--- src/dispatch_pkg.sv ---
package dispatch_pkg;

    localparam int WORD_W = 32;
    localparam int S_REGS = 32;
    localparam int M_REGS = 16;

    // functional unit latencies in cycles
    localparam int LAT_ALU    = 1;
    localparam int LAT_LDST   = 2;
    localparam int LAT_BRANCH = 1;
    localparam int LAT_MLDST  = 4;
    localparam int LAT_GEMM   = 8;

    typedef logic [4:0] regbits_t;
    typedef logic [3:0] matbits_t;
    typedef logic [1:0] tag_t;

    // register status tags, exec covers both ALU and GEMM producers
    localparam tag_t TAG_NONE = 2'd0;
    localparam tag_t TAG_EXEC = 2'd1;
    localparam tag_t TAG_LOAD = 2'd2;

    typedef enum logic [6:0] {
        OP_NOP    = 7'h00,
        OP_ALU    = 7'h33,
        OP_ALUI   = 7'h13,
        OP_LOAD   = 7'h03,
        OP_STORE  = 7'h23,
        OP_BRANCH = 7'h63,
        OP_MLOAD  = 7'h07,
        OP_MSTORE = 7'h27,
        OP_GEMM   = 7'h77
    } opcode_t;

    typedef enum logic [1:0] {FU_NONE_T, FU_S_T, FU_M_T, FU_G_T} fu_type_t;
    typedef enum logic [1:0] {FU_S_ALU, FU_S_LD_ST, FU_S_BRANCH} fu_s_t;
    typedef enum logic {FU_M_LD_ST, FU_M_GEMM} fu_m_t;

    // ordered so that funct3 maps straight onto the op, sub taken from bit 30
    typedef enum logic [2:0] {
        ALU_ADD, ALU_SLL, ALU_SLT, ALU_SUB, ALU_XOR, ALU_SRL, ALU_OR, ALU_AND
    } alu_op_t;

    typedef enum logic [1:0] {NONE, LOAD, STORE} mem_type_t;

    typedef struct packed {
        fu_type_t    fu_t;
        fu_s_t       fu_s;
        fu_m_t       fu_m;
        logic [11:0] imm;
        alu_op_t     alu_op;
        logic [2:0]  branch_op;
        mem_type_t   s_mem_type;
        mem_type_t   m_mem_type;
        logic        s_reg_write;
        logic        m_reg_write;
    } cu_t;

    typedef struct packed {
        regbits_t    rd;
        regbits_t    rs1;
        regbits_t    rs2;
        logic [11:0] imm;
        tag_t        t1;
        tag_t        t2;
    } fust_s_t;

    // matrix load/store takes its address operands from scalar registers
    typedef struct packed {
        matbits_t    rd;
        regbits_t    rs1;
        regbits_t    rs2;
        logic [10:0] imm;
        tag_t        t1;
        tag_t        t2;
    } fust_m_t;

    typedef struct packed {
        matbits_t rd;
        matbits_t ms1;
        matbits_t ms2;
        matbits_t ms3;
        tag_t     t1;
        tag_t     t2;
        tag_t     t3;
    } fust_g_t;

    // matrix writebacks use the low 4 bits of rw
    typedef struct packed {
        logic     rw_en;
        regbits_t rw;
    } wb_t;

    typedef struct packed {
        logic [11:0] imm;
        alu_op_t     alu_op;
        logic [2:0]  branch_op;
        mem_type_t   s_mem_type;
        mem_type_t   m_mem_type;
        matbits_t    m_rw;
        logic        m_rw_en;
    } ex_ctr_t;

    typedef struct packed {
        fu_s_t   fu_s;
        fu_m_t   fu_m;
        ex_ctr_t ex_ctr;
        wb_t     wb_ctr;
    } dispatch_t;

    typedef struct packed {
        logic busy;
        tag_t tag;
    } rst_entry_t;

endpackage

--- src/control_unit.sv ---
`timescale 1ns/1ps

module control_unit (
    input  logic [dispatch_pkg::WORD_W-1:0] instr,
    output dispatch_pkg::cu_t               cu
);

    dispatch_pkg::opcode_t opcode;
    logic [2:0]  funct3;
    logic [11:0] i_imm;
    logic [11:0] s_imm;
    logic [11:0] b_imm;
    logic [11:0] m_imm;

    assign opcode = dispatch_pkg::opcode_t'(instr[6:0]);
    assign funct3 = instr[14:12];

    // immediate formats
    assign i_imm = instr[31:20];
    assign s_imm = {instr[31:25], instr[11:7]};
    assign b_imm = {instr[31], instr[7], instr[30:25], instr[11:8]};
    // matrix offset lives in the bits left free around the register fields
    assign m_imm = {instr[27], instr[27:25], instr[14:7]};

    always_comb begin
        cu = '0;
        case (opcode)
            dispatch_pkg::OP_ALU, dispatch_pkg::OP_ALUI: begin
                cu.fu_t        = dispatch_pkg::FU_S_T;
                cu.fu_s        = dispatch_pkg::FU_S_ALU;
                cu.alu_op      = dispatch_pkg::alu_op_t'(funct3);
                cu.s_reg_write = 1'b1;
                if (opcode == dispatch_pkg::OP_ALUI) begin
                    cu.imm = i_imm;
                end else if (funct3 == 3'd0 && instr[30]) begin
                    cu.alu_op = dispatch_pkg::ALU_SUB;
                end
            end
            dispatch_pkg::OP_LOAD, dispatch_pkg::OP_STORE: begin
                cu.fu_t = dispatch_pkg::FU_S_T;
                cu.fu_s = dispatch_pkg::FU_S_LD_ST;
                if (opcode == dispatch_pkg::OP_LOAD) begin
                    cu.imm         = i_imm;
                    cu.s_mem_type  = dispatch_pkg::LOAD;
                    cu.s_reg_write = 1'b1;
                end else begin
                    cu.imm        = s_imm;
                    cu.s_mem_type = dispatch_pkg::STORE;
                end
            end
            dispatch_pkg::OP_BRANCH: begin
                cu.fu_t      = dispatch_pkg::FU_S_T;
                cu.fu_s      = dispatch_pkg::FU_S_BRANCH;
                cu.imm       = b_imm;
                cu.alu_op    = dispatch_pkg::ALU_SUB;
                cu.branch_op = funct3;
            end
            dispatch_pkg::OP_MLOAD, dispatch_pkg::OP_MSTORE: begin
                cu.fu_t = dispatch_pkg::FU_M_T;
                cu.fu_m = dispatch_pkg::FU_M_LD_ST;
                cu.imm  = m_imm;
                if (opcode == dispatch_pkg::OP_MLOAD) begin
                    cu.m_mem_type  = dispatch_pkg::LOAD;
                    cu.m_reg_write = 1'b1;
                end else begin
                    cu.m_mem_type = dispatch_pkg::STORE;
                end
            end
            dispatch_pkg::OP_GEMM: begin
                cu.fu_t        = dispatch_pkg::FU_G_T;
                cu.fu_m        = dispatch_pkg::FU_M_GEMM;
                cu.m_reg_write = 1'b1;
            end
            // NOP and unknown opcodes go nowhere
            default: cu = '0;
        endcase
    end

endmodule

--- src/reg_status_table.sv ---
`timescale 1ns/1ps

module reg_status_table #(
    parameter int NREGS = 32
) (
    input  logic                                  CLK,
    input  logic                                  nRST,
    input  logic                                  di_write,
    input  logic [$clog2(NREGS)-1:0]              di_sel,
    input  dispatch_pkg::tag_t                    di_tag,
    input  dispatch_pkg::wb_t                     wb_a,
    input  dispatch_pkg::wb_t                     wb_b,
    output dispatch_pkg::rst_entry_t [NREGS-1:0] status
);

    // a dispatch write never hits a register being cleared, WAW holds it back
    always_ff @(posedge CLK or negedge nRST) begin
        if (!nRST) begin
            status <= '0;
        end else begin
            if (wb_a.rw_en) begin
                status[wb_a.rw[$clog2(NREGS)-1:0]] <= '0;
            end
            if (wb_b.rw_en) begin
                status[wb_b.rw[$clog2(NREGS)-1:0]] <= '0;
            end
            if (di_write) begin
                status[di_sel].busy <= 1'b1;
                status[di_sel].tag  <= di_tag;
            end
        end
    end

endmodule

--- src/fu_timer.sv ---
`timescale 1ns/1ps

module fu_timer #(
    parameter int LATENCY = 1
) (
    input  logic              CLK,
    input  logic              nRST,
    input  logic              start,
    input  dispatch_pkg::wb_t start_wb,
    output logic              busy,
    output dispatch_pkg::wb_t wb
);

    logic [$clog2(LATENCY+1)-1:0] count;
    logic                         last;
    dispatch_pkg::wb_t            dest;

    // start only arrives while idle, dispatch treats busy as a structural hazard
    always_ff @(posedge CLK or negedge nRST) begin
        if (!nRST) begin
            count <= '0;
        end else if (start) begin
            count <= $bits(count)'(LATENCY);
        end else if (busy) begin
            count <= count - 1'b1;
        end
    end

    always_ff @(posedge CLK) begin
        if (start) begin
            dest <= start_wb;
        end
    end

    assign busy = (count != '0);
    assign last = (count == $bits(count)'(1));

    // writeback in the final busy cycle, rw_en only if the op writes a register
    always_comb begin
        wb = '0;
        if (last) begin
            wb = dest;
        end
    end

endmodule

--- src/dispatch.sv ---
`timescale 1ns/1ps

module dispatch (
    input  logic                                             CLK,
    input  logic                                             nRST,
    input  logic [dispatch_pkg::WORD_W-1:0]                  imemload,
    input  logic                                             ihit,
    input  logic                                             flush,
    input  logic                                             freeze,
    input  dispatch_pkg::cu_t                                cu,
    input  dispatch_pkg::rst_entry_t [dispatch_pkg::S_REGS-1:0] s_status,
    input  dispatch_pkg::rst_entry_t [dispatch_pkg::M_REGS-1:0] m_status,
    input  logic                                             alu_busy,
    input  logic                                             ldst_busy,
    input  logic                                             br_busy,
    input  logic                                             mldst_busy,
    input  logic                                             gemm_busy,
    output logic                                             s_di_write,
    output dispatch_pkg::regbits_t                           s_di_sel,
    output dispatch_pkg::tag_t                               s_di_tag,
    output logic                                             m_di_write,
    output dispatch_pkg::matbits_t                           m_di_sel,
    output dispatch_pkg::tag_t                               m_di_tag,
    output logic                                             start_alu,
    output logic                                             start_ldst,
    output logic                                             start_br,
    output logic                                             start_mldst,
    output logic                                             start_gemm,
    output dispatch_pkg::wb_t                                start_alu_wb,
    output dispatch_pkg::wb_t                                start_ldst_wb,
    output dispatch_pkg::wb_t                                start_br_wb,
    output dispatch_pkg::wb_t                                start_mldst_wb,
    output dispatch_pkg::wb_t                                start_gemm_wb,
    output dispatch_pkg::dispatch_t                          dispatch_out,
    output logic                                             stall,
    output logic                                             fust_s_en,
    output dispatch_pkg::fu_s_t                              fu_s,
    output dispatch_pkg::fust_s_t                            fust_s,
    output logic                                             fust_m_en,
    output dispatch_pkg::fust_m_t                            fust_m,
    output logic                                             fust_g_en,
    output dispatch_pkg::fust_g_t                            fust_g
);

    dispatch_pkg::regbits_t  s_rd, s_rs1, s_rs2;
    dispatch_pkg::matbits_t  m_rd, m_rs1, m_rs2, m_rs3;
    dispatch_pkg::wb_t       s_wb, m_wb;
    dispatch_pkg::dispatch_t new_word;
    logic unit_busy;
    logic waw;
    logic hazard;
    logic flush_i;
    logic issue;

    assign s_rd  = imemload[11:7];
    assign s_rs1 = imemload[19:15];
    assign s_rs2 = imemload[24:20];
    assign m_rd  = imemload[31:28];
    assign m_rs1 = imemload[27:24];
    assign m_rs2 = imemload[23:20];
    assign m_rs3 = imemload[19:16];

    // structural hazard, the unit the instruction needs is still running
    always_comb begin
        unit_busy = 1'b0;
        case (cu.fu_t)
            dispatch_pkg::FU_S_T: begin
                case (cu.fu_s)
                    dispatch_pkg::FU_S_ALU:    unit_busy = alu_busy;
                    dispatch_pkg::FU_S_LD_ST:  unit_busy = ldst_busy;
                    dispatch_pkg::FU_S_BRANCH: unit_busy = br_busy;
                    default:                   unit_busy = 1'b0;
                endcase
            end
            dispatch_pkg::FU_M_T: unit_busy = mldst_busy;
            dispatch_pkg::FU_G_T: unit_busy = gemm_busy;
            default:              unit_busy = 1'b0;
        endcase
    end

    assign waw = cu.m_reg_write ? m_status[m_rd].busy : (cu.s_reg_write & s_status[s_rd].busy);
    assign hazard  = unit_busy | waw;
    assign stall   = ihit & hazard;
    assign flush_i = flush & ihit;
    assign issue   = ihit & ~flush & ~freeze & ~hazard;

    // status table entries are set only when the instruction actually issues
    assign s_di_write = issue & cu.s_reg_write;
    assign s_di_sel   = s_rd;
    assign s_di_tag   = (cu.fu_s == dispatch_pkg::FU_S_LD_ST) ? dispatch_pkg::TAG_LOAD
                                                               : dispatch_pkg::TAG_EXEC;
    assign m_di_write = issue & cu.m_reg_write;
    assign m_di_sel   = m_rd;
    assign m_di_tag   = (cu.fu_m == dispatch_pkg::FU_M_LD_ST) ? dispatch_pkg::TAG_LOAD
                                                               : dispatch_pkg::TAG_EXEC;

    assign fust_s_en = issue & (cu.fu_t == dispatch_pkg::FU_S_T);
    assign fust_m_en = issue & (cu.fu_t == dispatch_pkg::FU_M_T);
    assign fust_g_en = issue & (cu.fu_t == dispatch_pkg::FU_G_T);
    assign fu_s      = cu.fu_s;

    always_comb begin
        fust_s.rd  = s_rd;
        fust_s.rs1 = s_rs1;
        fust_s.rs2 = s_rs2;
        fust_s.imm = cu.imm;
        fust_s.t1  = s_status[s_rs1].tag;
        fust_s.t2  = s_status[s_rs2].tag;

        fust_m.rd  = m_rd;
        fust_m.rs1 = s_rs1;
        fust_m.rs2 = s_rs2;
        fust_m.imm = cu.imm[10:0];
        fust_m.t1  = s_status[s_rs1].tag;
        fust_m.t2  = s_status[s_rs2].tag;

        fust_g.rd  = m_rd;
        fust_g.ms1 = m_rs1;
        fust_g.ms2 = m_rs2;
        fust_g.ms3 = m_rs3;
        fust_g.t1  = m_status[m_rs1].tag;
        fust_g.t2  = m_status[m_rs2].tag;
        fust_g.t3  = m_status[m_rs3].tag;
    end

    // timer kick-off, each carries the destination it will clear
    assign s_wb = '{rw_en: cu.s_reg_write, rw: s_rd};
    assign m_wb = '{rw_en: cu.m_reg_write, rw: {1'b0, m_rd}};

    assign start_alu      = fust_s_en & (cu.fu_s == dispatch_pkg::FU_S_ALU);
    assign start_ldst     = fust_s_en & (cu.fu_s == dispatch_pkg::FU_S_LD_ST);
    assign start_br       = fust_s_en & (cu.fu_s == dispatch_pkg::FU_S_BRANCH);
    assign start_mldst    = fust_m_en;
    assign start_gemm     = fust_g_en;
    assign start_alu_wb   = s_wb;
    assign start_ldst_wb  = s_wb;
    assign start_br_wb    = s_wb;
    assign start_mldst_wb = m_wb;
    assign start_gemm_wb  = m_wb;

    always_comb begin
        new_word                   = '0;
        new_word.fu_s              = cu.fu_s;
        new_word.fu_m              = cu.fu_m;
        new_word.ex_ctr.imm        = cu.imm;
        new_word.ex_ctr.alu_op     = cu.alu_op;
        new_word.ex_ctr.branch_op  = cu.branch_op;
        new_word.ex_ctr.s_mem_type = cu.s_mem_type;
        new_word.ex_ctr.m_mem_type = cu.m_mem_type;
        new_word.ex_ctr.m_rw       = m_rd;
        new_word.ex_ctr.m_rw_en    = cu.m_reg_write;
        new_word.wb_ctr.rw_en      = cu.s_reg_write;
        new_word.wb_ctr.rw         = s_rd;
    end

    // flush wins, then hold on freeze, hazard or no valid instruction
    always_ff @(posedge CLK or negedge nRST) begin
        if (!nRST) begin
            dispatch_out <= '0;
        end else if (flush_i) begin
            dispatch_out <= '0;
        end else if (ihit && !freeze && !hazard) begin
            dispatch_out <= new_word;
        end
    end

endmodule

--- src/dispatch_top.sv ---
`timescale 1ns/1ps

module dispatch_top (
    input  logic                            CLK,
    input  logic                            nRST,
    input  logic [dispatch_pkg::WORD_W-1:0] imemload,
    input  logic                            ihit,
    input  logic                            flush,
    input  logic                            freeze,
    output dispatch_pkg::dispatch_t         dispatch_out,
    output logic                            fust_s_en,
    output dispatch_pkg::fu_s_t             fu_s,
    output dispatch_pkg::fust_s_t           fust_s,
    output logic                            fust_m_en,
    output dispatch_pkg::fust_m_t           fust_m,
    output logic                            fust_g_en,
    output dispatch_pkg::fust_g_t           fust_g,
    output logic                            stall
);

    dispatch_pkg::cu_t                                  cu;
    dispatch_pkg::rst_entry_t [dispatch_pkg::S_REGS-1:0] s_status;
    dispatch_pkg::rst_entry_t [dispatch_pkg::M_REGS-1:0] m_status;
    dispatch_pkg::regbits_t s_di_sel;
    dispatch_pkg::matbits_t m_di_sel;
    dispatch_pkg::tag_t     s_di_tag, m_di_tag;
    logic s_di_write, m_di_write;
    logic alu_busy, ldst_busy, br_busy, mldst_busy, gemm_busy;
    logic start_alu, start_ldst, start_br, start_mldst, start_gemm;
    dispatch_pkg::wb_t start_alu_wb, start_ldst_wb, start_br_wb;
    dispatch_pkg::wb_t start_mldst_wb, start_gemm_wb;
    dispatch_pkg::wb_t alu_wb, ldst_wb, mldst_wb, gemm_wb;

    control_unit u_control_unit (.instr(imemload), .cu(cu));

    dispatch u_dispatch (.*);

    // scalar results come back from the ALU and load/store timers
    reg_status_table #(.NREGS(dispatch_pkg::S_REGS)) u_s_rst (
        .CLK(CLK), .nRST(nRST), .di_write(s_di_write), .di_sel(s_di_sel),
        .di_tag(s_di_tag), .wb_a(alu_wb), .wb_b(ldst_wb), .status(s_status)
    );

    reg_status_table #(.NREGS(dispatch_pkg::M_REGS)) u_m_rst (
        .CLK(CLK), .nRST(nRST), .di_write(m_di_write), .di_sel(m_di_sel),
        .di_tag(m_di_tag), .wb_a(mldst_wb), .wb_b(gemm_wb), .status(m_status)
    );

    fu_timer #(.LATENCY(dispatch_pkg::LAT_ALU)) u_alu_timer (
        .CLK(CLK), .nRST(nRST), .start(start_alu), .start_wb(start_alu_wb),
        .busy(alu_busy), .wb(alu_wb)
    );

    fu_timer #(.LATENCY(dispatch_pkg::LAT_LDST)) u_ldst_timer (
        .CLK(CLK), .nRST(nRST), .start(start_ldst), .start_wb(start_ldst_wb),
        .busy(ldst_busy), .wb(ldst_wb)
    );

    // branches write no register, so their writeback goes nowhere
    fu_timer #(.LATENCY(dispatch_pkg::LAT_BRANCH)) u_br_timer (
        .CLK(CLK), .nRST(nRST), .start(start_br), .start_wb(start_br_wb),
        .busy(br_busy), .wb()
    );

    fu_timer #(.LATENCY(dispatch_pkg::LAT_MLDST)) u_mldst_timer (
        .CLK(CLK), .nRST(nRST), .start(start_mldst), .start_wb(start_mldst_wb),
        .busy(mldst_busy), .wb(mldst_wb)
    );

    fu_timer #(.LATENCY(dispatch_pkg::LAT_GEMM)) u_gemm_timer (
        .CLK(CLK), .nRST(nRST), .start(start_gemm), .start_wb(start_gemm_wb),
        .busy(gemm_busy), .wb(gemm_wb)
    );

endmodule

--- config.mk ---
export PLATFORM = sky130hd
export DESIGN_NAME = dispatch_top
export DESIGN_NICKNAME = d
export VERILOG_FILES = /design/src/dispatch_pkg.sv /design/src/control_unit.sv /design/src/reg_status_table.sv /design/src/fu_timer.sv /design/src/dispatch.sv /design/src/dispatch_top.sv
export SDC_FILE = /design/constraint.sdc
export NUM_CORES = 1
export LEC_CHECK = 0
export BUFFER_PORTS_ARGS = -buffer_cell sky130_fd_sc_hd__buf_2
export CORE_ASPECT_RATIO = 1.25
export CORE_MARGIN = 2
export CORE_UTILIZATION = 65
export DETAILED_ROUTE_END_ITERATION = 10
export HOLD_SLACK_MARGIN = 0.06
export PLACE_DENSITY = 0.87
export SYNTH_ARGS = -nofsm -noshare
export SYNTH_HDL_FRONTEND = slang
export SYNTH_HIERARCHICAL = 1
export SYNTH_SLANG_ARGS = --single-unit
export TNS_END_PERCENT = 5
--- constraint.sdc ---
create_clock -name CLK -period 7.1 [get_ports CLK]
set_input_delay 0.355 -clock CLK [delete_from_list [all_inputs] [get_ports CLK]]
set_output_delay 0.355 -clock CLK [all_outputs]
set_load 0.02 [all_outputs]
==> impl_summary.txt <==
----------------------------------------------------
[Die]
  Number of placed I/O pins ... 161
  DIE AREA ... between 20000 and 25000 um2
  Site Rows ... a little under 60
  Die extent in y ... 167 um
  Die outline width ... 134 um
  Effective utilization at floorplan ... 66.3%
  Area of the core ... 20800 um2

[Global routing]
  Global-route usage over all layers ... 34.7%
  Via count of the first global-routing pass ... about 11000
  Pin count of the biggest net entering global routing ... 80
  Total congestion overflow after global routing ... 0
  First-pass GRT wire length ... 61300 um
  Antenna violations before repair ... 0

[CTS]
  Count of cells resized by post-cts repair ... 0
  Number of levels in the clock H-tree ... 1
  Clock tree sinks ... 213
  Later-pin clock latency in the skew report ... 540 ps
  Count of buffers added by post-CTS timing repair for setup ... 0
  Clock tree from TritonCTS ... done
  Hold buffers post-CTS ... 1
  Number of buffers added by the clock tree synthesis step ... 23
  Root Driver ... clkbuf_16
  Reg clk slew, reported paths ... 70 ps
  Maximum count of clock buffers along a single path ... 3

[Worst hold path]
  Min-delay src ... imemload[31]
  Type of the tightest min-delay check ... in -> reg
  Hold path endpoint ... u_gemm_timer/dest[3]
  Hold path cells ... 1

[Timing]
  Relative slew margins ... 11.1%
  Final setup violation count ... 0
  Fmax ... 227 MHz
  Fin. Hold Viols ... 0
  Unrepaired setup endpoints after global routing ... false
  Maximum clock skew at final layout ... 21.2 ps
  Portion of the clock cycle consumed by the worst path in the final layout ... 62.0%
  Slew Limit Fails ... 0
  Setup TNS ... 0 ps
  Actual slew at the worst max-slew pin ... 1330 ps
  Post-layout minimum cycle time ... 4400 ps
  Worst hold margin ... 223 ps

[Power]
  Maximum vdd drop ... between 150 and 200 uV
  Power per cell area ... about 230 nW/um2
  P_leak ... 6.08 nW

[Critical path]
  Reg-to-reg critical path startpoint ... u_ldst_timer/count[0]
  Number of buffer and inverter instances along the worst setup path ... 1
  Slowest Stage Delay on Critical Path ... between 800 and 900 ps
  Endpoint of the lowest-slack register-to-register path ... u_s_rst/status[0]
  Path depth of the worst reg2reg path ... 12
  Classification of the worst setup path ... in -> reg
  Largest fanout on the critical path ... 16
  Startpoint type of the worst setup path ... primary input
  Required time of the worst setup path ... 7500 ps
  Cells along the critical path ... buf_2, or2_4, or2_2, nor2_1, mux2_2, a221oi_1, o22ai_1, or4_1, nor3_2, and2_1, or4b_1, o21ai_0, o2bb2ai_1
  Delay-heaviest family, CP ... simple AND/OR/NAND/NOR gates
  Crit-path slowest cell ... or4b_1
  Worst reg-to-reg setup slack ... 2920 ps
  CP Data Arrival Time ... 4800 ps
  Critical Path End Type ... register

[Place]
  Gpl congestion ... 0.924
  Detailed-placement wirelength estimate ... 26100 um
  Port-buffer cells ... 160

[Routing]
  Initial DRT Pass Iterations ... 9
  Via density per instance ... just over 7
  Drt wl/cell ... 24.9 um
  Antenna Nets Post-Route ... 0
  Overall routed net length ... 39400 um
  Via count ... 11400
  Count of routing violations after the opening detailed-route iteration ... 1787
  DRC violation count after routing ... 0

[Logic synthesis]
  Syn_nets ... 1343
  Yosys warning count ... 6
  Average instance area after synthesis ... 10.6 um2
  Synthesized netlist cell count ... 1299
  Mapped Area ... 13800 um2

[Final layout]
  Layout net count ... 1337
  Synth-to-layout area growth ... 5.56%
  Share of layout cells above drive strength 1 ... 25.5%
  N_diodes ... 0

[Flow run]
  Max-cap violation count ... 0

[Run status]
  Run status ... complete, no violations

----------------------------------------------------
==> worst reg2reg max path, delay by kind of cell, from the launching register on <==
| kind | cells | cell delay, ps |
|---|---|---|
| compound gates | 4 | 990 |
| fa+ha+maj | 1 | 230 |
| buf+inv | 2 | 170 |
| flops | 1 | 410 |
| mux | 1 | 270 |
| simple gates | 4 | 2000 |
==> layout by cell type (no fill, tap or decap), types with 5 or more instances in the layout <==
master and count:
o311ai_0 5, o311ai_1 29, dfrtp_1 191, inv_1 95, nand4b_1 8, nand2_1 9, mux4_1 8, and3_1 12
nand2b_1 51, o22ai_1 97, and2_1 27, or2_2 5, clkbuf_16 23, nand4bb_1 6, nor3_1 9, nand3_1 9
a221o_2 5, nand3b_1 13, a21oi_1 5, buf_2 159, nor2_4 7, a221o_1 7, o21ai_1 34, buf_4 11
edfxtp_1 22, o2bb2ai_1 96, ha_1 7, mux4_2 74, o21ai_0 98, nor2_1 59, mux2_2 8, nor2b_1 42
clkbuf_8 9
==> per-stage QoR <==
stage / setup slack, ps / util (%) / std cells / instance area, um2 / power, mW
4_1_cts: 2770 / 70.0 / 1584 / 14600 / 3.32
3_5_place_dp: 2270 / 66.1 / 1541 / 13800 / 2.06
6_report: 2700 / 70.0 / 1584 / 14600 / 3.33
2_1_floorplan: 2850 / - / 1299 / 13800 / 1.90
5_1_grt: 2470 / 70.0 / 1584 / 14600 / 3.44
3_3_place_gp: 2540 / 66.1 / 1541 / 13800 / 2.03
==> layout make-up <==
cell class / count / area, um2
Multi-Input combinational cell: 788 / 6730
Fill cell: 1441 / 6250
Sequential cell: 213 / 5440
Timing Repair Buffer: 172 / 902
Clock buffer: 34 / 697
Inverter: 95 / 357
Tap cell: 274 / 343
Clock inverter: 8 / 103
==> worst max-delay path by stage <==
stage	end	startpoint	depth (start not counted)
after floorplan	u_s_rst/status[6]	imemload[6]	17
after CTS	u_s_rst/status[0]	imemload[6]	13
final	u_s_rst/status[0]	imemload[6]	13
after global routing	u_s_rst/status[1]	imemload[6]	13
after global placement	u_m_rst/status[4]	imemload[6]	13
after detailed placement	u_s_rst/status[1]	imemload[6]	13
==> sequential cells by signal, summed over array words and instances (netlist names) <==
name and count:
u_br_timer/busy 1, u_gemm_timer/count 4, u_dispatch/dispatch_out 36, u_mldst_timer/count 3, u_s_rst/status 96, u_mldst_timer/dest 5
u_ldst_timer/count 2, u_gemm_timer/dest 5, u_alu_timer/dest 6, u_m_rst/status 48, u_ldst_timer/dest 6, u_alu_timer/busy 1
==> routing by layer <==
metal  share of wire [%]  up-vias  track usage [%]
met3                 9.9      207             5.36
met1                  34     5558             43.2
met4                 6.4        0             19.2
li1                    -     4756                -
met2                  50      868             58.0
met5                   0        -                0
==> report_power, final <==
group	switching, mW	internal, mW
registers	0.0729	1.33
clock network	0.514	0.754
logic	0.398	0.256
(Power assumes the default switching activity.)
